### src/rtl/conv_pkg.sv
package conv_pkg;

    // Pixel, weight and result byte
    typedef logic signed [7:0]  byte_t;
    typedef logic        [31:0] dram_addr_t;
    typedef logic        [1:0]  dram_cmd_t;

    // Wide enough for 16 products of two signed bytes
    typedef logic signed [31:0] acc_t;

    // DRAM command codes
    localparam dram_cmd_t CMD_IDLE  = 2'd0;
    localparam dram_cmd_t CMD_READ  = 2'd1;
    localparam dram_cmd_t CMD_WRITE = 2'd2;

    localparam int BURST_LEN  = 8;  // Bytes per burst
    localparam int KERNEL_LEN = 16; // 4x4 bytes

    // Run shape
    localparam int KERNEL_BURSTS = 2;
    localparam int NUM_WINDOWS   = 16;
    localparam int READ_BURSTS   = KERNEL_BURSTS + 2 * NUM_WINDOWS;

    // Input port timing
    localparam int READ_LATENCY = 2;
    localparam int READ_PERIOD  = 1 + READ_LATENCY + BURST_LEN;

    localparam int RESULTS_PER_BURST = 8;

    // Base addresses of the input and output regions
    localparam dram_addr_t IN_BASE  = 32'h0000_0000;
    localparam dram_addr_t OUT_BASE = 32'h0000_0000;

endpackage
### src/rtl/burst_reader.sv
`timescale 1ns/1ps

module burst_reader (
    input  logic                 clk,
    input  logic                 rst_n,
    input  logic                 i_start,
    input  logic                 i_run_done,
    input  conv_pkg::byte_t      i_in_dout,
    output logic                 o_ready,
    output conv_pkg::dram_cmd_t  o_in_cmd,
    output conv_pkg::dram_addr_t o_in_addr,
    output logic                 o_in_oe,
    output logic                 o_kernel_valid,
    output logic                 o_data_valid,
    output conv_pkg::byte_t      o_byte
);

    typedef enum logic [2:0] {
        IDLE,
        REQUEST,
        WAIT,
        RECEIVE,
        DRAIN
    } state_t;

    state_t               state;
    logic [3:0]           cyc_cnt;   // Latency and byte position
    logic [5:0]           burst_cnt; // Bursts fully received
    conv_pkg::dram_addr_t addr;
    logic                 receiving;

    always_ff @(posedge clk or negedge rst_n) begin
        if (!rst_n) begin
            state     <= IDLE;
            cyc_cnt   <= '0;
            burst_cnt <= '0;
            addr      <= conv_pkg::IN_BASE;
        end else begin
            case (state)
                IDLE: begin
                    if (i_start) begin
                        state     <= REQUEST;
                        burst_cnt <= '0;
                        addr      <= conv_pkg::IN_BASE;
                    end
                end
                REQUEST: begin
                    state   <= WAIT;
                    cyc_cnt <= '0;
                    addr    <= addr + conv_pkg::dram_addr_t'(conv_pkg::BURST_LEN);
                end
                WAIT: begin
                    cyc_cnt <= cyc_cnt + 4'd1;
                    if (cyc_cnt == 4'(conv_pkg::READ_LATENCY - 1)) begin
                        state   <= RECEIVE;
                        cyc_cnt <= '0;
                    end
                end
                RECEIVE: begin
                    cyc_cnt <= cyc_cnt + 4'd1;
                    if (cyc_cnt == 4'(conv_pkg::BURST_LEN - 1)) begin
                        burst_cnt <= burst_cnt + 6'd1;
                        if (burst_cnt == 6'(conv_pkg::READ_BURSTS - 1)) begin
                            state <= DRAIN;
                        end else begin
                            state <= REQUEST;
                        end
                    end
                end
                DRAIN: begin
                    // Hold until the last output burst has gone out
                    if (i_run_done) begin
                        state <= IDLE;
                    end
                end
                default: state <= IDLE;
            endcase
        end
    end

    assign o_ready   = (state == IDLE);
    assign o_in_cmd  = (state == REQUEST) ? conv_pkg::CMD_READ : conv_pkg::CMD_IDLE;
    assign o_in_addr = addr;
    assign o_in_oe   = 1'b0; // Read only

    // Leading bursts carry the kernel
    assign receiving      = (state == RECEIVE);
    assign o_kernel_valid = receiving && (burst_cnt < 6'(conv_pkg::KERNEL_BURSTS));
    assign o_data_valid   = receiving && (burst_cnt >= 6'(conv_pkg::KERNEL_BURSTS));
    assign o_byte         = i_in_dout;

    a_one_strobe: assert property (
        @(posedge clk) disable iff (!rst_n)
        !(o_kernel_valid && o_data_valid)
    ) else $error("kernel and data strobes high together");

endmodule

### config.mk
export PLATFORM = sky130hd
export DESIGN_NAME = burst_reader
export DESIGN_NICKNAME = d
export VERILOG_FILES = /design/src/rtl/conv_pkg.sv /design/src/rtl/burst_reader.sv
export SDC_FILE = /design/constraint.sdc
export NUM_CORES = 1
export LEC_CHECK = 0
export BUFFER_PORTS_ARGS = -buffer_cell sky130_fd_sc_hd__clkbuf_2
export CAP_MARGIN = 20
export CORE_AREA = 2 2 61 85
export CTS_CLUSTER_DIAMETER = 50
export DETAILED_ROUTE_END_ITERATION = 10
export DIE_AREA = 0 0 63 87
export PLACE_DENSITY = 0.77
export SLEW_MARGIN = 20
export SYNTH_ARGS = -nofsm -noshare
export SYNTH_HDL_FRONTEND = slang
export SYNTH_SLANG_ARGS = --single-unit
### constraint.sdc
create_clock -name clk -period 2.2 [get_ports clk]
set_input_delay 0.44 -clock clk [delete_from_list [all_inputs] [get_ports clk]]
set_output_delay 0.44 -clock clk [all_outputs]
set_load 0.05 [all_outputs]
Word level (Yosys, flattened, before mapping)
Cells that the tools add are included.
{"block": "totals", "ff_bits": 45, "in_bits": 12, "output_inout_bits": 46, "wordCells": 43}
{"block": "op_classes", "addsub": 3, "magnitude_cmp": 2, "eq_ne": 11, "mux": 14, "reduce_logical": 9}
{"cell": "one-hot mux 32 bit (2 select lines)", "count": 1}
{"cell": "adder 32 x 4 -> 32 bit (second input constant)", "count": 1}
{"cell": "2-to-1 mux 32 bit", "count": 1}
{"cell": "2-to-1 mux 3 bit", "count": 5}
{"cell": "one-hot mux 3 bit (5 select lines)", "count": 1}
{"cell": "2-to-1 mux 6 bit", "count": 2}
{"cell": "one-hot mux 4 bit (3 select lines)", "count": 1}
{"cell": "one-hot mux 6 bit (2 select lines)", "count": 1}
{"cell": "adder 6 x 1 -> 6 bit (second input constant)", "count": 1}
{"cell": "== test 3 x 2 -> 1 bit (second input constant)", "count": 2}
{"cell": "== test 6 bit (second input constant)", "count": 1}
{"cell": "greater-or-equal comparator 6 x 2 -> 1 bit (second input constant)", "count": 1}
{"cell": "< comparator 6 x 2 -> 1 bit (second input constant)", "count": 1}
{"cell": "inequality test 2 bit (second input constant)", "count": 3}
{"cell": "adder 4 x 1 -> 4 bit (second input constant)", "count": 1}
{"cell": "== test 4 x 1 -> 1 bit (second input constant)", "count": 1}
{"cell": "== test 4 x 3 -> 1 bit (second input constant)", "count": 1}
{"cell": "2-to-1 mux 4 bit", "count": 1}
{"cell": "AND reduction 4 bit", "count": 1}
{"cell": "nonzero test 2 bit", "count": 2}
{"cell": "== test 3 x 1 -> 1 bit (second input constant)", "count": 1}
{"cell": "== test 3 bit (second input constant)", "count": 1}
{"cell": "zero test 3 bit", "count": 1}
{"cell": "AND reduction 3 bit", "count": 1}
{"cell": "other kinds (5)", "count": 6}

Logic depth before layout (Yosys ltp)
Gate-level depths: netlist of run 1.
{"block": "depth", "ltp_word": 4, "depth_mapped": 8, "mapped_depth_nobuf": 6}

Worst setup path before layout of run 1
Ideal clock, no wire load.
{"block": "synth_path", "path_kind": "register -> register", "from": "reg state[0]", "to": "reg addr[6], in the netlist o_in_addr[6]", "setup_time_ns": 0.149, "t_arrival_ns": 2.406, "t_required_ns": 2.051, "path_slack_ns": -0.355, "stages_incl_launch_ff": 7, "path_buffers": 2, "synth_period_minus_slack_ns": 2.555, "path_cell_list": "dfrtp_1 -> clkbuf_1 -> nor3_1 -> nand2_1 -> clkbuf_1 -> nand3_1 -> o21ai_0"}
{"block": "synth_between", "elab_chain_len": 3, "word_cells_on_any_way": 6, "classes_between": "eq/ne (2); mux (1); reduce/logical (3)"}
{"item": "from (decl)", "line": "burst_reader.sv:26", "source": "state_t state;"}
{"item": "from (signal assigned)", "line": "burst_reader.sv:34", "source": "state <= IDLE;"}
{"item": "from (signal assigned)", "line": "burst_reader.sv:42", "source": "state <= REQUEST;"}
{"item": "from (signal assigned)", "line": "burst_reader.sv:48", "source": "state <= WAIT;"}
{"item": "zero test 3 bit (*)"}
{"item": "named net o_ready", "line": "burst_reader.sv:9", "source": "output logic o_ready,"}
{"item": "inequality test 2 bit (no source line) / nonzero test 2 bit (equally long branches)"}
{"item": "AND reduction 2 bit (no source line)"}
{"item": "to (signal assigned)", "line": "burst_reader.sv:37", "source": "addr <= conv_pkg::IN_BASE;"}
{"item": "to (signal assigned)", "line": "burst_reader.sv:44", "source": "addr <= conv_pkg::IN_BASE;"}
{"item": "to (signal assigned)", "line": "burst_reader.sv:50", "source": "addr <= addr + conv_pkg::dram_addr_t'(conv_pkg::BURST_LEN);"}
{"item": "to (decl)", "line": "burst_reader.sv:29", "source": "conv_pkg::dram_addr_t addr;"}
The timed path passes the listed nets; every way through them passes the cells marked *.
A chain may end at the register's enable or synchronous reset.

Final worst setup path of run 1
{"block": "layout_path", "from": "reg state[1]", "to": "out o_in_cmd[0]"}
{"block": "layout_between", "elab_chain_len": 2}
{"item": "== test 3 x 1 -> 1 bit", "line": "burst_reader.sv:82", "source": "assign o_in_cmd = (state == REQUEST) ? conv_pkg::CMD_READ : conv_pkg::CMD_IDLE;"}
{"item": "2-to-1 mux 1 bit", "line": "burst_reader.sv:82"}
{"item": "to (decl)", "line": "burst_reader.sv:10", "source": "output conv_pkg::dram_cmd_t o_in_cmd,"}
Every way passes these cells.

==> results of run 1 <==
[worst max-delay path by stage]
stage              from  cells past startpoint  slack [ns]            to
2_1_floorplan  state[0]                      6        0.15  o_in_addr[6]
3_3_place_gp   state[1]                      3        0.39   o_in_cmd[0]
6_report       state[1]                      3        0.13   o_in_cmd[0]
4_1_cts        state[1]                      3        0.04   o_in_cmd[0]
3_5_place_dp   state[1]                      3        0.36   o_in_cmd[0]
5_1_grt        state[1]                      3        0.07   o_in_cmd[0]
[power groups by stage]
| stage | clock, uW | combinational [uW] | sequential, uW |
|---|---|---|---|
| after global placement | 0 | 1220 | 1230 |
| after floorplan | 0 | 705 | 1530 |
| after global routing | 536 | 1380 | 1280 |
| after detailed placement | 0 | 1260 | 1250 |
| final | 496 | 1260 | 1230 |
| after CTS | 507 | 1260 | 1230 |
[synth_stat cells (4+ instances only)]
library cell and n:
nor3_1 4, inv_1 4, nand4b_1 4, buf_4 13, nand3_1 14, mux2i_1 18
nand2_1 38, nand4_1 14, clkbuf_1 5, nor2_1 15, and3_1 9, ha_1 6
a31oi_1 4, o21ai_0 18, dfrtp_1 42, and4_1 5, nor3b_1 4
[per-layer routing]
metal	global-route usage (%)	routed length (um)	up-vias
li1	-	-	966
met5	0	0	-
met3	4.14	149	6
met1	23.6	2120	958
met2	34.6	2700	35
met4	7.07	67	0
[stage by stage]
stage,instance area [sq um],utilization (%)
final,2680,56.2
after CTS,2680,56.1
after global placement,2590,54.4
after floorplan,2430,-
after global routing,2680,56.2
after detailed placement,2590,54.4
[cells by family after synthesis]
logic type	synth area share (%)
AND/OR/NAND/NOR	27.4
flip-flops	43.5
AO/OA/AOI/OAI	8.87
buffers and inverters	7.62
multiplexers	7.46
adder cells (fa/ha/maj)	3.11
XOR/XNOR	1.81
other	0.155
[state kept, by name, summed over array words and instances (netlist names)]
signal	count
o_in_addr	29
cyc_cnt	4
state	3
burst_cnt	6
[layout make-up]
class | instances | area (sq um) | area share (%)
multi-input cells | 190 | 1200 | 44.8
repair buffers | 44 | 240 | 8.97
well taps | 64 | 80.1 | 2.99
clock buffers | 6 | 82.6 | 3.08
inverters | 5 | 23.8 | 0.887
flip-flops and latches | 42 | 1050 | 39.2
==> impl_metrics.csv, run 1 <==
group,metric,value,unit
setup_path,reg2reg_to,"cyc_cnt[3]",
detailed_routing,drc_errors,0,
synthesis,syn_inst,256,
finish,drive_above_1_share,20.9,%
floorplanning,die_area,5480,sq um
timing,slew_viol_final,0,
floorplanning,rows,30,
timing,fmax,484,MHz
finish,n_antenna_cell,0,
power,clkPwrFrac,16.6,%
timing,setup_slack,0.133,ns
timing,relSlewSlack,55.4,%
cts,clk_latency,0.29,ns
timing,final.min_clock_period,2.07,ns
synthesis,synth.area.top_cells,"dfrtp_1 (44%), mux2i_1 (7.5%), nand2_1 (5.9%)",
global_routing,grt_max_degree,27,
cts,clock_sinks,42,
power,switching_share,46.0,%
setup_path,worst_path_max_delay_cell,"dfrtp_1",
power,p_seq_share,41.3,%
global_routing,grtUsageTotal,19.6,%
worst_hold_path,hold_class,"in -> async",
setup_path,worst_ep_required_time,1.76,ns
detailed_routing,wire_per_inst,14.4,um
power,switching_power,1370,uW
timing,skew,0.00586,ns
timing,worst_pin_slew,0.669,ns
outcome,status,"finished clean",
global_routing,grt-ovfl-total,0,
floorplanning,dieHeight,87,um
setup_path,r2r_start,"cyc_cnt[1]",
detailed_routing,drtPass1Iterations,4,
finish,mostFrequentLayoutCells,"dfrtp_1 (42), nand2_1 (38), clkbuf_2 (35), mux2i_1 (18), o21ai_0 (18)",
synthesis,synth_top_area_share,43.5,%
power,combinationalPowerShare,42.1,%
power,ir_drop,0.460,mV
floorplanning,ios,58,
setup_path,reg2reg_depth,7,
global_routing,grt_pass1_wl,8.56,mm
timing,rsz0062_at_grt,"no",
synthesis,synth_edf_count,0,
timing,finalSetupTns,0,ns
synthesis,yosysTopAreaCell,"dfrtp_1",
power,power,2990,uW
setup_path,crit_fanout,10,
synthesis,synth_area,2410,sq um
setup_path,cp-end-kind,"output port",
finish,syn2layout_area_growth,11.0,%
setup_path,cpLargestDelayFamily,"flip-flops",
detailed_routing,dr_total_vias,1965,
setup_path,worstPathArrival,1.63,ns
synthesis,ys_seq_area_share,43.5,%
timing,hold_viol,0,
synthesis,synth_area_per_cell,9.43,sq um
setup_path,crit_path_start_kind,"flip-flop",
setup_path,critical_path.cell_chain,"or3b_4, clkinv_4, buf_2",
detailed_routing,vias_per_cell,5.60,
job,cap_viol_max_count,0,
place,dp_slack,0.356,ns
place,dp_cells,345,
place,dpl.hpwl,3.62,mm
global_routing,grt_pass1_vias,1833,
setup_path,worst-setup-path-type,"reg -> out",
finish,layout.cells.most_common,"dfrtp_1",
cts,holdBufCountCts,0,
finish,nets,306,
setup_path,crit_buf_inv,2,
detailed_routing,drt-total-wl,5.04,mm
setup_path,slowest_delay,0.48,ns
timing,setup_viol,0,
place,gp_congestion,0.876,
timing,fin_crit_sh,94.0,%
finish,n_fill_cell,463,
power,p_int,1610,uW
setup_path,rrSetupSlack,0.43,ns
cts,h-tree-depth,2,
global_routing,antenna_found_initial,0,
finish,stdcell_count,351,
cts,cts_buffers,5,
power,power_density,1110,nW/um^2
floorplanning,die_x,63,um
detailed_routing,drt_iter0_markers,130,
cts,clk_path_buf_depth,2,
synthesis,yosys_register_bits,42,
place,portBuffers,36,
synthesis,yosysUniqueCellTypes,44,
synthesis,synth-async-reset-ratio,100,%
floorplanning,start_util,50.6,%
synthesis,yosys_warnings,0,
power,p_leak,0.00138,uW
floorplanning,core-area,4770,sq um
cts,cts_tree,"built",
timing,whs,0.165,ns
cts,ctsResizeCount,0,
synthesis,ys.flop_type,"dfrtp_1",
cts,post-cts-setup-buffer-count,0,
cts,path_clk_slew,0.08,ns
detailed_routing,ant_nets,0,
cts,cts-root-buf,"clkbuf_8",
Power figures use the tool's default switching activity.
==> run 2: changes to the inputs <==
--- a/config.mk
+++ b/config.mk
@@ -7,11 +7,13 @@
 export LEC_CHECK = 0
 export BUFFER_PORTS_ARGS = -buffer_cell sky130_fd_sc_hd__clkbuf_2
 export CAP_MARGIN = 20
-export CORE_AREA = 2 2 61 85
+export CELL_PAD_IN_SITES_DETAIL_PLACEMENT = 0
+export CELL_PAD_IN_SITES_GLOBAL_PLACEMENT = 1
+export CORE_AREA = 2 2 69 97
 export CTS_CLUSTER_DIAMETER = 50
 export DETAILED_ROUTE_END_ITERATION = 10
-export DIE_AREA = 0 0 63 87
-export PLACE_DENSITY = 0.77
+export DIE_AREA = 0 0 71 99
+export PLACE_DENSITY_LB_ADDON = 0.1
 export SLEW_MARGIN = 20
 export SYNTH_ARGS = -nofsm -noshare
 export SYNTH_HDL_FRONTEND = slang
==> run 2 against run 1 <==
Effect of this change:
- wire length is 2.4% higher
- cell count increased by 3.1%
- maximum frequency is 1.1% lower
- sequential share of layout area shrank 0.61 points
- global-route usage fell by 4.5 points
- via count is 2.7% lower
- first-iteration DRC count shrank 28%
- sequential power about the same
- flip-flop and latch count unchanged
- clock-buffer cell count up 2
- combinational power hardly changed
- critical path type unchanged
==> impl_metrics.csv, run 2 (synthesis results as in run 1) <==
group,metric,value,unit
place,dp_slack,0.408,ns
power,power_density,1120,nW/um^2
finish,multiInputGateArea,1200,sq um
floorplanning,ios,58,
timing,rsz0062_at_grt,"no",
setup_path,cp-end-kind,"output port",
place,gp_congestion,0.753,
cts,cts_tree,"built",
floorplanning,rows,34,
place,dpl.hpwl,3.64,mm
global_routing,antenna_found_initial,0,
detailed_routing,wire_per_inst,14.3,um
floorplanning,start_util,39.1,%
finish,stdcell_area,2720,sq um
setup_path,critical_path.cell_chain,"or3b_1, clkinv_4, clkbuf_2",
finish,final_util,44.1,%
power,p_leak,0.00140,uW
global_routing,grtUsageTotal,15.2,%
timing,slew_viol_final,0,
timing,setup_viol,0,
cts,clock_sinks,42,
global_routing,grt_max_degree,43,
cts,cts_buffers,5,
outcome,status,"finished clean",
finish,stdcell_count,362,
detailed_routing,drt_iter0_markers,94,
timing,hold_viol,0,
place,dp_cells,354,
timing,worst_pin_slew,0.619,ns
place,placed_area,2610,sq um
setup_path,crit_buf_inv,2,
finish,n_fill_cell,616,
timing,fin_crit_sh,95.0,%
detailed_routing,vias_per_cell,5.28,
setup_path,slowest_delay,0.55,ns
timing,relSlewSlack,58.6,%
job,cap_viol_max_count,0,
floorplanning,core-area,6170,sq um
floorplanning,die_x,71,um
floorplanning,die_area,7030,sq um
setup_path,crit_fanout,10,
cts,ctsResizeCount,0,
finish,largest_reg_flops,29,
cts,h-tree-depth,2,
timing,skew,0.00625,ns
finish,layout.cells.most_common,"dfrtp_1",
finish,mostFrequentLayoutCells,"dfrtp_1 (42), nand2_1 (38), clkbuf_2 (36), mux2i_1 (18), o21ai_0 (18)",
setup_path,worst-setup-path-type,"reg -> out",
setup_path,worst_path_max_delay_cell,"or3b_1",
place,portBuffers,36,
power,ir_drop,0.587,mV
finish,nets,307,
timing,fmax,479,MHz
finish,n_antenna_cell,0,
cts,cts-root-buf,"clkbuf_8",
finish,syn2layout_area_growth,12.8,%
timing,setup_slack,0.111,ns
detailed_routing,drt-total-wl,5.16,mm
cts,path_clk_slew,0.08,ns
setup_path,worstPathArrival,1.65,ns
global_routing,grt_pass1_wl,8.67,mm
detailed_routing,dr_total_vias,1912,
finish,drive_above_1_share,21.4,%
global_routing,grt_pass1_vias,1797,
detailed_routing,ant_nets,0,
detailed_routing,drtPass1Iterations,4,
finish,ff_latch_area,1050,sq um
cts,clk_latency,0.29,ns
cts,post-cts-setup-buffer-count,0,
timing,final.min_clock_period,2.09,ns
timing,finalSetupTns,0,ns
setup_path,worst_ep_required_time,1.76,ns
detailed_routing,drc_errors,0,
cts,holdBufCountCts,0,
cts,clk_path_buf_depth,2,
setup_path,crit_path_start_kind,"flip-flop",
worst_hold_path,hold_class,"in -> async",
floorplanning,dieHeight,99,um
global_routing,grt-ovfl-total,0,
setup_path,cpLargestDelayFamily,"simple AND/OR/NAND/NOR gates",
run 2: cell count changes in the layout (fill, tap and decap cells not counted):
cell / change
buf_2: -1
clkbuf_8: +2
buf_4: +1
or3b_1: +1
or3b_4: -1
clkbuf_2: +1
run 2: per-layer routing:
| layer | global-route usage, % | vias to the layer above | share of wire, % |
|---|---|---|---|
| met2 | 26.2 | 31 | 50 |
| li1 | - | 969 | - |
| met3 | 2.97 | 7 | 3.4 |
| met5 | 0 | - | 0 |
| met1 | 19.0 | 905 | 45 |
| met4 | 4.79 | 0 | 1.7 |
run 2: area by class of cell:
type	count	share of cell area (%)
multi-input cells	190	44.0
flip-flops and latches	42	38.6
repair buffers	45	9.10
clock buffers	8	4.05
well taps	72	3.31
inverters	5	0.874
run 2: worst reg2reg max path, stage by stage, from the launching register on:
cell     delay [ns]
dfrtp_1        0.39
inv_1          0.08
ha_1           0.13
or3b_2         0.45
o21ai_0        0.15
buf_4          0.16
o21ai_0        0.08
a21o_1         0.18
run 2: path summary, 6_finish.rpt:
check | startpoint | to | cells past startpoint | slack (ns)
worst min-delay path | rst_n | o_in_addr[11] | 2 | 0.21
worst max register to register | cyc_cnt[1] | cyc_cnt[3] | 7 | 0.48
worst min register to register | o_in_addr[31] | o_in_addr[31] | 1 | 0.47
min in group clk | o_in_addr[31] | o_in_addr[31] | 1 | 0.47
max in group asynchronous | rst_n | o_in_addr[30] | 2 | 1.60
worst max-delay path | state[1] | o_in_cmd[0] | 3 | 0.11
run 2: report_power, final:
part | leakage, uW | total (uW) | switching, uW | internal, uW
clock network | 0.0000575 | 576 | 259 | 317
registers | 0.000466 | 1220 | 247 | 971
logic | 0.000876 | 1250 | 859 | 396
run 2: per-stage QoR:
| stage | total power [uW] | hold slack (ns) |
|---|---|---|
| 2_1_floorplan | 2240 | 0.144 |
| 3_3_place_gp | 2500 | 0.462 |
| 3_5_place_dp | 2510 | 0.473 |
| 4_1_cts | 3100 | 0.239 |
| 5_1_grt | 3270 | 0.272 |
| 6_report | 3050 | 0.214 |
