## src/rtl/conv_pkg.sv

```systemverilog
package conv_pkg;

    // Pixel, weight and result byte
    typedef logic signed [7:0]  byte_t;
    typedef logic        [31:0] dram_addr_t;
    typedef logic        [1:0]  dram_cmd_t;

    // Wide enough for 16 products of two signed bytes
    typedef logic signed [31:0] acc_t;

    // DRAM command codes
    localparam dram_cmd_t CMD_IDLE  = 2'd0;
    localparam dram_cmd_t CMD_READ  = 2'd1;
    localparam dram_cmd_t CMD_WRITE = 2'd2;

    localparam int BURST_LEN  = 8;  // Bytes per burst
    localparam int KERNEL_LEN = 16; // 4x4 bytes

    // Run shape
    localparam int KERNEL_BURSTS = 2;
    localparam int NUM_WINDOWS   = 16;
    localparam int READ_BURSTS   = KERNEL_BURSTS + 2 * NUM_WINDOWS;

    // Input port timing
    localparam int READ_LATENCY = 2;
    localparam int READ_PERIOD  = 1 + READ_LATENCY + BURST_LEN;

    localparam int RESULTS_PER_BURST = 8;

    // Base addresses of the input and output regions
    localparam dram_addr_t IN_BASE  = 32'h0000_0000;
    localparam dram_addr_t OUT_BASE = 32'h0000_0000;

endpackage
```

## src/rtl/result_writer.sv

```systemverilog
`timescale 1ns/1ps

module result_writer (
    input  logic                 clk,
    input  logic                 rst_n,
    input  logic                 i_start,
    input  logic                 i_result_valid,
    input  conv_pkg::byte_t      i_result,
    output conv_pkg::dram_cmd_t  o_out_cmd,
    output conv_pkg::dram_addr_t o_out_addr,
    output conv_pkg::byte_t      o_out_din,
    output logic                 o_out_oe,
    output logic                 o_run_done
);

    typedef enum logic [1:0] {
        IDLE,
        COMMAND,
        SEND
    } state_t;

    state_t               state;
    conv_pkg::byte_t      collect  [conv_pkg::RESULTS_PER_BURST];
    conv_pkg::byte_t      send_buf [conv_pkg::RESULTS_PER_BURST];
    logic [2:0]           col_cnt;
    logic [2:0]           send_cnt;
    logic [1:0]           grp_cnt; // Groups commanded this run
    conv_pkg::dram_addr_t addr;
    logic                 group_full;
    logic                 last_group;

    assign group_full = i_result_valid && (col_cnt == 3'(conv_pkg::RESULTS_PER_BURST - 1));
    assign last_group = (grp_cnt == 2'(conv_pkg::NUM_WINDOWS / conv_pkg::RESULTS_PER_BURST));

    always_ff @(posedge clk or negedge rst_n) begin
        if (!rst_n) begin
            state      <= IDLE;
            col_cnt    <= '0;
            send_cnt   <= '0;
            grp_cnt    <= '0;
            addr       <= conv_pkg::OUT_BASE;
            o_run_done <= 1'b0;
        end else begin
            o_run_done <= 1'b0;
            if (i_result_valid) begin
                col_cnt <= col_cnt + 3'd1;
            end
            case (state)
                IDLE: if (group_full) state <= COMMAND;
                COMMAND: begin
                    state    <= SEND;
                    send_cnt <= '0;
                    grp_cnt  <= grp_cnt + 2'd1;
                    addr     <= addr + conv_pkg::dram_addr_t'(conv_pkg::BURST_LEN);
                end
                SEND: begin
                    send_cnt <= send_cnt + 3'd1;
                    if (send_cnt == 3'(conv_pkg::RESULTS_PER_BURST - 1)) begin
                        state      <= IDLE;
                        o_run_done <= last_group;
                    end
                end
                default: state <= IDLE;
            endcase
            // New run writes from the base again
            if (i_start) begin
                col_cnt <= '0;
                grp_cnt <= '0;
                addr    <= conv_pkg::OUT_BASE;
            end
        end
    end

    always_ff @(posedge clk) begin
        if (i_result_valid) begin
            collect[col_cnt] <= i_result;
        end
        if (state == IDLE && group_full) begin
            for (int k = 0; k < conv_pkg::RESULTS_PER_BURST - 1; k++) begin
                send_buf[k] <= collect[k];
            end
            send_buf[conv_pkg::RESULTS_PER_BURST - 1] <= i_result;
        end else if (state == SEND) begin
            for (int k = 0; k < conv_pkg::RESULTS_PER_BURST - 1; k++) begin
                send_buf[k] <= send_buf[k + 1];
            end
        end
    end

    assign o_out_cmd  = (state == COMMAND) ? conv_pkg::CMD_WRITE : conv_pkg::CMD_IDLE;
    assign o_out_addr = addr;
    assign o_out_oe   = (state == SEND);
    assign o_out_din  = o_out_oe ? send_buf[0] : '0; // Oldest first

    // Each WRITE is followed by eight data cycles with no new command
    a_no_write_in_send: assert property (
        @(posedge clk) disable iff (!rst_n)
        (o_out_cmd == conv_pkg::CMD_WRITE) |=>
            (o_out_oe && o_out_cmd != conv_pkg::CMD_WRITE) [*8]
    ) else $error("write command overlaps a data burst");

endmodule

```

## config.mk

```make
export PLATFORM = sky130hd
export DESIGN_NAME = result_writer
export DESIGN_NICKNAME = d
export VERILOG_FILES = /design/src/rtl/conv_pkg.sv /design/src/rtl/result_writer.sv
export SDC_FILE = /design/constraint.sdc
export NUM_CORES = 1
export LEC_CHECK = 0
export BUFFER_PORTS_ARGS = -buffer_cell sky130_fd_sc_hd__buf_2
export CORE_ASPECT_RATIO = 1.1
export CORE_MARGIN = 5
export CORE_UTILIZATION = 59
export CTS_CLUSTER_DIAMETER = 120
export DETAILED_ROUTE_END_ITERATION = 6
export PLACE_DENSITY_LB_ADDON = 0.3
export SETUP_SLACK_MARGIN = 0.1
export SYNTH_ARGS = -nofsm -noshare
export SYNTH_HDL_FRONTEND = slang
export SYNTH_SLANG_ARGS = --single-unit
```

## constraint.sdc

```tcl
create_clock -name clk -period 4.23 [get_ports clk]
set_input_delay 0.2115 -clock clk [delete_from_list [all_inputs] [get_ports clk]]
set_output_delay 0.2115 -clock clk [all_outputs]
set_load 0.01 [all_outputs]
```

# Word-level counts from Yosys, hierarchy flattened
# Memories as Yosys holds them, arrays and structs flattened.
# Cells that the tools add are included.
[classes]
n_reduce_logical = 7
n_eq_ne = 7
n_addsub = 4
mux = 28
bitwise_logic = 7
[ops]
columns = ["operator", "count"]
rows = [
  ["32-bit two-way mux", 2],
  ["8-bit two-way mux", 8],
  ["32-bit by 4-bit adder with 32-bit output (second input constant)", 1],
  ["2-bit two-way mux", 5],
  ["1-bit two-way mux", 9],
  ["1-bit OR", 7],
  ["3-bit by 1-bit adder with 3-bit output (second input constant)", 2],
  ["3-bit == test (second input constant)", 2],
  ["3-bit two-way mux", 2],
  ["2-bit one-hot mux with 3 select lines", 1],
  ["3-bit one-hot mux with 2 select lines", 1],
  ["2-bit nonzero test", 3],
  ["2-bit == test (second input constant)", 2],
  ["2-bit by 1-bit adder with 2-bit output (second input constant)", 1],
  ["2-bit by 1-bit == test with 1-bit output (second input constant)", 1],
  ["1-bit logical AND", 2],
  ["2-bit logical NOT", 1],
  ["2-bit by 1-bit != test with 1-bit output (second input constant)", 1],
  ["2-bit != test (second input constant)", 1],
  ["2-bit AND reduction", 1],
]
[totals]
regBits = 43
mem_count = 2
mem_bits_rw = 128
out_inout_bits = 44
inputBits = 12
wordCells = 61
[memory_table]
columns = ["name", "words", "width", "read_ports", "rd_ports_with_merged_regs", "wr", "line", "source"]
rows = [
  ["collect", 8, 8, 7, 0, 1, "result_writer.sv:23", "conv_pkg::byte_t collect [conv_pkg::RESULTS_PER_BURST];"],
  ["send_buf", 8, 8, 8, 0, 8, "result_writer.sv:24", "conv_pkg::byte_t send_buf [conv_pkg::RESULTS_PER_BURST];"],
]

# Depth between registers and ports, before layout
# Gate-level depths: netlist of the first run.
[logic_depth]
word_depth = 6
depth_mapped = 8
mapped_depth_nobuf = 6

# Least setup slack after synthesis of the first run
# Ideal clock, no wire load.
[synth_path]
path_type = "register to register"
from = "reg state[0]"
to = "mem send_buf[0][0] in the netlist's numbering, enable pin"
period_less_slack_ns = 3.098
path_slack_ns = 1.132
path_stages_with_launch = 6
arrival_ns = 2.676
path_cell_list = "dfrtp_1 inv_1 ha_1 clkbuf_1 clkbuf_1 nand2b_1"
[synth_lines]
columns = ["item", "line", "source"]
rows = [
  ["start: declaration", "result_writer.sv:22", "state_t state;"],
  ["start signal: assignment", "result_writer.sv:37", "state <= IDLE;"],
  ["start signal: assignment", "result_writer.sv:49", "IDLE: if (group_full) state <= COMMAND;"],
  ["start signal: assignment", "result_writer.sv:51", "state <= SEND;"],
  ["end: declaration", "result_writer.sv:24", ""],
]

# Final worst setup path of the first run
[layout_path]
from = "reg state[1]"
to = "reg addr[31], in the netlist o_out_addr[31]"
[layout_via]
elab_chain_len = 2
[layout_lines]
columns = ["item", "line", "source"]
rows = [
  ["2-bit by 1-bit == test with 1-bit output", "result_writer.sv:48", "case (state)"],
  ["2-bit nonzero test (no line)", "-", ""],
  ["end signal: assignment", "result_writer.sv:41", "addr <= conv_pkg::OUT_BASE;"],
  ["end signal: assignment", "result_writer.sv:54", "addr <= addr + conv_pkg::dram_addr_t'(conv_pkg::BURST_LEN);"],
  ["end signal: assignment", "result_writer.sv:69", "addr <= conv_pkg::OUT_BASE;"],
  ["end: declaration", "result_writer.sv:28", "conv_pkg::dram_addr_t addr;"],
]
# Every way passes these cells.
# A chain may end at the register's enable or synchronous reset.

==> results of run 1 <==
[critical path: stages (launching register included)]
cell and delay [ns]:
dfrtp_1 0.38, inv_1 0.13, ha_1 0.46, o211a_1 0.31
nand4bb_1 0.45, or4_1 0.65, a21oi_1 0.15
[timing repair]
item                                   in CTS  in global routing
endpoints found under the hold margin      40                  0
gates resized for setup                     0                  0
hold buffers                                1                  0
[kinds of logic (layout without fill, tap and decap cells)]
kind of cell	Yosys count	in the layout	share of synthesized area, %
AOI/OAI and AO/OA	41	41	3.892
adders and majority gates	10	10	1.936
other	1	4	0.05803
buffers and inverters	32	100	2.265
DFF	160	160	71.25
and+or+nand+nor	100	100	8.461
xor gates and xnor gates	13	13	1.762
muxes	60	60	10.38
[cell usage in the layout, fill, tap and decap left out, drive strengths merged, types with 2 or more instances in the layout]
cell type / instances
a21oi: 18
and2: 9
and3: 3
and4: 4
buf: 56
bufinv: 4
clkbuf: 18
clkinv: 8
conb: 4
dfrtp: 40
edfxtp: 120
ha: 10
inv: 12
mux2: 56
mux2i: 4
nand2: 16
nand2b: 5
nand3: 9
nand4: 9
nor2: 22
nor3: 2
nor4: 2
o21ai: 13
o31ai: 8
or3: 9
or4: 8
xnor2: 5
xor2: 8
[cells in the mapped netlist]
library cell  count
edfxtp_1        120
mux2_2           56
dfrtp_1          40
nor2_1           22
a21oi_1          18
nand2_1          16
o21ai_0          13
clkbuf_1         12
inv_1            11
ha_1             10
and2_1            9
nand3_1           9
nand4_1           9
o31ai_1           8
or3_1             8
or4_1             8
xor2_1            8
buf_4             7
nand2b_1          5
xnor2_1           5
and4_1            4
mux2i_1           4
and3_1            3
buf_1             2
nor3_1            2
nor4_1            2
conb_1            1
nand4bb_1         1
nor2b_1           1
o2111ai_4         1
o211a_1           1
or3_4             1
[power by group through the flow]
stage	combinational [mW]	clock, mW	sequential (mW)
2_1_floorplan	0.421	0	2.01
4_1_cts	0.582	1.59	1.98
6_report	0.569	1.57	1.98
3_5_place_dp	0.574	0	2.02
5_1_grt	0.630	1.66	2.00
3_3_place_gp	0.542	0	2.00
[flip-flops by register name (all words and copies together), names as in the netlist]
name,flops
grp_cnt,2
o_run_done,1
state,2
collect,56
o_out_addr,29
send_cnt,3
col_cnt,3
send_buf,64
[routing by layer]
| metal | part of all wire [%] | track usage [%] |
|---|---|---|
| met4 | 2.0 | 7.560 |
| met2 | 50 | 27.20 |
| met5 | 0 | 0 |
| met1 | 44 | 22.75 |
| met3 | 3.4 | 3.658 |
[final cells by class]
class                      count  share of cell area, %
tap                          147                  2.459
timing repair buffer          57                  4.049
clock buffer                  18                  5.739
inverter                      11                 0.5521
clock inverter                14                  2.526
sequential                   160                  61.57
multi-input combinational    228                  23.11
[worst max path at each step]
stage                                start                    endpoint  cells past startpoint
global route          state[1]$_DFFE_PN0P_  o_out_addr[31]$_DFFE_PN0N_                      6
finish                state[1]$_DFFE_PN0P_  o_out_addr[31]$_DFFE_PN0N_                      6
floorplan             state[0]$_DFFE_PN0P_    send_buf[0][0]$_DFFE_PP_                      5
global placement    col_cnt[1]$_DFFE_PN0P_    send_buf[0][0]$_DFFE_PP_                      5
CTS                 col_cnt[1]$_DFFE_PN0P_    send_buf[0][4]$_DFFE_PP_                      5
detailed placement  col_cnt[1]$_DFFE_PN0P_    send_buf[0][1]$_DFFE_PP_                      5
[metrics by stage]
step	power, mW	instances
after floorplan	2.430	420
after global placement	2.546	602
after detailed placement	2.589	602
after CTS	4.156	635
after global routing	4.289	635
final	4.124	635
==> out/metrics.cfg, run 1 <==
[power_and_ir_drop]
power_leakage_nw = 2.831
p_int_mw = 3.152
p_clk_share_pct = 38.1
power.density_nw_per_um2 = 551.4
switchingPower_uw = 971.8
irDropWorstVdd_mv = 0.3063
pwr-share-comb_pct = 13.8
seqPwrFrac_pct = 48.1
sw_frac_of_total_pct = 23.57

[final_layout]
drive_gt1_share_pct = 29.71
seq_area_um2 = 4604
fill_cells = 731
diodes = 0
finish.utilization_pct = 69.18
design_area_um2 = 7478
area_growth_pct = 15.72
layout.nets = 497
multi_input_area_um2 = 1728

[grt]
grt_pass1_vias = 3531
grt_pass1_wl_um = 17310
grt.total_usage_pct = 17.15
antenna_found_initial = 0
overflow = 0
grt_max_degree = 41

[yosys]
yosysTopAreaCell = edfxtp_1
syn-cell-area_um2 = 6462
post-synth-top-area-fraction_pct = 55.76
yosysSeqAreaShare_pct = 71.25
synth_seq_cells = 160
netlist-cell-type-count = 32
synthCells = 417
synth_area_leaders = edfxtp_1 (56%), dfrtp_1 (15%), mux2_2 (9.8%)
synth.avg_cell_area_um2 = 15.50
synth_warnings = 0

[run_status]
status = finished clean

[drt]
wire_per_inst_um = 16.41
via_count = 3499
vias_per_cell = 5.510
wl_um = 10420
drc_errors = 0
ant_nets = 0
drtIter0Drc = 249
drt_pass1_iterations = 4

[cts]
post_cts_buffers = 0
clock_latency_ns = 0.41
clkSinkCount = 160
tritoncts = built
cts_max_level = 4
cts_buffers = 17
clockBufferDepth = 2
cts_root_buf = clkbuf_16
clkSlewWorstSetupHoldPaths_ns = 0.06

[place]
routabilityCongestion = 0.7771
dpl.hpwl_um = 6741
dpl_cell_area_um2 = 6850
pre_cts_slack_ns = 1.606
port_buffers = 51

[hold_path]
min_to = send_buf[0][62]$_DFFE_PP_
hold_depth = 1
min_from = i_result[6]
hold_path_class = in2reg

[timing]
fin_crit_ns = 2.638
holdWs_ns = 0.09616
fmax_mhz = 379.0
fin_ws_ns = 1.592
fin_skew_ns = 0.008073
period_share_pct = 62.37
slew_viol_final = 0
rsz0062_at_grt = no
tightest_slew_ns = 0.8714
hold_viol = 0
finalSetupViolations = 0
finalSetupTns_ns = 0
max_slew_margin_pct = 41.91

[critical_path]
crit_path_end_kind = register
worstPathRequired_ns = 4.56
rrSetupSlack_ns = 1.59
timing_worst_setup_path_type = reg2reg
timing.rr.start = state[1]$_DFFE_PN0P_
r2r_cells = 6
worstSetupStartpointType = register
cp.arrival_ns = 2.97
r2r_end = o_out_addr[31]$_DFFE_PN0N_
cp_max_fo = 15

[floorplan]
initial_core_util_pct = 59.78
fp.dieH_um = 119.8
core_area_um2 = 10810
die_area_um2 = 13150
die_w_um = 109.8
num_io_pins = 56
rows = 40

[job]
drv_cap = 0

Note: power is estimated with default switching activity, not from simulation.
==> run 2: changes to the inputs <==
--- a/config.mk
+++ b/config.mk
@@ -8,7 +8,7 @@
 export BUFFER_PORTS_ARGS = -buffer_cell sky130_fd_sc_hd__buf_2
 export CORE_ASPECT_RATIO = 1.1
 export CORE_MARGIN = 5
-export CORE_UTILIZATION = 59
+export CORE_UTILIZATION = 53
 export CTS_CLUSTER_DIAMETER = 120
 export DETAILED_ROUTE_END_ITERATION = 6
 export PLACE_DENSITY_LB_ADDON = 0.3
==> constraint.sdc (replaced) <==
create_clock -name clk -period 2.2 [get_ports clk]
set_input_delay 0.11 -clock clk [delete_from_list [all_inputs] [get_ports clk]]
set_output_delay 0.11 -clock clk [all_outputs]
set_load 0.01 [all_outputs]
==> run 2 against run 1 <==
Against the previous run: global-route usage decreased by 1.4 points; clock power increased by 94%; final area increased by 3.9%; maximum frequency increased by 33%; via count increased by 2.9%; count of clock-buffer cells in the layout decreased by 1; combinational power increased by 120%; sequential share of layout area decreased by 2.3 points; sequential power increased by 92%; clock skew increased by 0.00054 ns; first-iteration DRC count decreased by 24%; cell count increased by 5.0%; critical path type unchanged; largest power group unchanged.
==> out/metrics.cfg, run 2 (synthesized netlist as in run 1, its figures left out) <==
[floorplan]
num_io_pins = 56
initial_core_util_pct = 53.94
rows = 42
die_area_um2 = 14500
die_w_um = 115.3
core_area_um2 = 11980
fp.dieH_um = 125.8

[timing]
finalSetupViolations = 0
finalSetupTns_ns = 0
tightest_slew_ns = 0.9048
fin_skew_ns = 0.008617
hold_viol = 0
max_slew_margin_pct = 39.68
rsz0062_at_grt = yes
fmax_mhz = 502.7
slew_viol_final = 0
period_share_pct = 90.41
fin_crit_ns = 1.989

[place]
dpl.hpwl_um = 6926
port_buffers = 51
routabilityCongestion = 0.8230
dp_cells = 624

[cts]
tritoncts = built
clockBufferDepth = 2
clock_latency_ns = 0.42
cts_max_level = 4
cts_root_buf = clkbuf_16
clkSlewWorstSetupHoldPaths_ns = 0.07
clkSinkCount = 160
cts_buffers = 17

[grt]
grt_pass1_wl_um = 17980
overflow = 0
antenna_found_initial = 0
grt_max_degree = 41
grt_pass1_vias = 3811
grt.total_usage_pct = 15.74

[drt]
vias_per_cell = 5.397
drtIter0Drc = 188
wl_um = 10470
via_count = 3600
ant_nets = 0
drc_errors = 0
wire_per_inst_um = 15.70
drt_pass1_iterations = 4

[power_and_ir_drop]
p_clk_share_pct = 37.5
p_int_mw = 6.141
sw_frac_of_total_pct = 24.41
power_leakage_nw = 2.969
seqPwrFrac_pct = 46.8
switchingPower_mw = 1.983
irDropWorstVdd_mv = 0.5902
pwr-share-comb_pct = 15.8
power.density_nw_per_um2 = 1045

[critical_path]
worstSetupStartpointType = register
worstPathRequired_ns = 2.55
timing.rr.start = state[1]$_DFFE_PN0P_
rrSetupSlack_ns = 0.21
r2r_cells = 6
crit_path_end_kind = register
r2r_end = o_out_addr[22]$_DFFE_PN0N_
timing_worst_setup_path_type = reg2reg
cp.arrival_ns = 2.34
cp_max_fo = 15

[final_layout]
layout_common_cells = edfxtp_1 (120), mux2_2 (56), buf_2 (51)
fill_cells = 839
diodes = 0
layout.nets = 522
final_common_cell = edfxtp_1
largest_reg_flops = 64
area_growth_pct = 20.27
drive_gt1_share_pct = 32.55
stdcell_count = 667
top_register = send_buf

[hold_path]
hold_path_class = in2reg
min_to = col_cnt[2]$_DFFE_PN0P_
hold_depth = 3
min_from = i_result_valid

[run_status]
status = finished clean

[job]
drv_cap = 0

==> run 2: changes by cell type in the layout (fill, tap and decap cells not counted), moves of 2 or more <==
cell / delta
buf_12: +4
buf_4: +13
clkinv_2: -2
inv_8: +2
dlygate4sd3_1: +8
inv_6: +5
==> run 2: worst max path at each step <==
stage	startpoint	end	slack (ns)	depth (start not counted)
after floorplan	state[0]$_DFFE_PN0P_	send_buf[0][0]$_DFFE_PP_	0.12	5
after CTS	state[1]$_DFFE_PN0P_	o_out_addr[22]$_DFFE_PN0N_	0.16	6
after global routing	state[0]$_DFFE_PN0P_	o_out_din[6]	0.09	5
final	state[1]$_DFFE_PN0P_	o_out_addr[22]$_DFFE_PN0N_	0.21	6
after global placement	state[1]$_DFFE_PN0P_	o_out_addr[22]$_DFFE_PN0N_	0.16	6
after detailed placement	state[1]$_DFFE_PN0P_	o_out_addr[22]$_DFFE_PN0N_	0.04	6
==> run 2: power by group through the flow <==
stage,Clock (mW),Sequential [mW],Combinational (mW)
after floorplan,0,3.85,0.840
after global placement,0,3.84,1.22
after detailed placement,0,3.86,1.26
after CTS,3.11,3.80,1.31
after global routing,3.25,3.83,1.42
final,3.04,3.80,1.28
==> run 2: stage by stage <==
| stage | instance area [um^2] | setup WS [ns] | total power [mW] | util (%) | hold slack [ns] |
|---|---|---|---|---|---|
| after detailed placement | 7039 | 0.04445 | 5.128 | 58.75 | 0.2896 |
| after global routing | 7772 | 0.09207 | 8.497 | 64.87 | 0.06184 |
| after global placement | 7039 | 0.1553 | 5.065 | 58.75 | 0.2738 |
| final | 7772 | 0.2109 | 8.125 | 64.87 | 0.04747 |
| after CTS | 7765 | 0.1552 | 8.219 | 64.81 | 0.02904 |
| after floorplan | 6499 | 0.1219 | 4.690 | - | -0.1856 |
==> run 2: layout make-up <==
class	instances	area [um^2]	area share, %
timing repair buffer	82	560.5	7.212
tap	154	192.7	2.479
clock inverter	15	195.2	2.511
clock buffer	17	425.4	5.473
sequential	160	4604	59.24
multi-input combinational	228	1753	22.55
inverter	11	41.29	0.5312
==> run 2: per-layer routing <==
layer | vias to the layer above | GRT usage [%] | share of wire (%) | routed length [um]
met4 | 0 | 6.837 | 1.7 | 176
met3 | 18 | 4.463 | 4.6 | 484
met5 | - | 0 | 0 | 0
met2 | 91 | 24.83 | 49 | 5092
met1 | 1771 | 20.38 | 45 | 4720
li1 | 1720 | - | - | -
==> run 2: timing repair <==
item                                    in CTS  in global routing
pin swaps                                    2                  0
endpoints found under the hold margin      104                  0
resized for setup                            0                  2
endpoints found under the setup margin       5                  9
hold buffers                                 9                  0
setup buffers                                2                  0
==> run 2: worst max-delay path, cell delays in order (launching register included) <==
cell and delay (ns):
dfrtp_1 0.39, inv_2 0.11, ha_4 0.18, o2111ai_4 0.11, or3_4 0.43, or4_1 0.53
a21oi_1 0.16
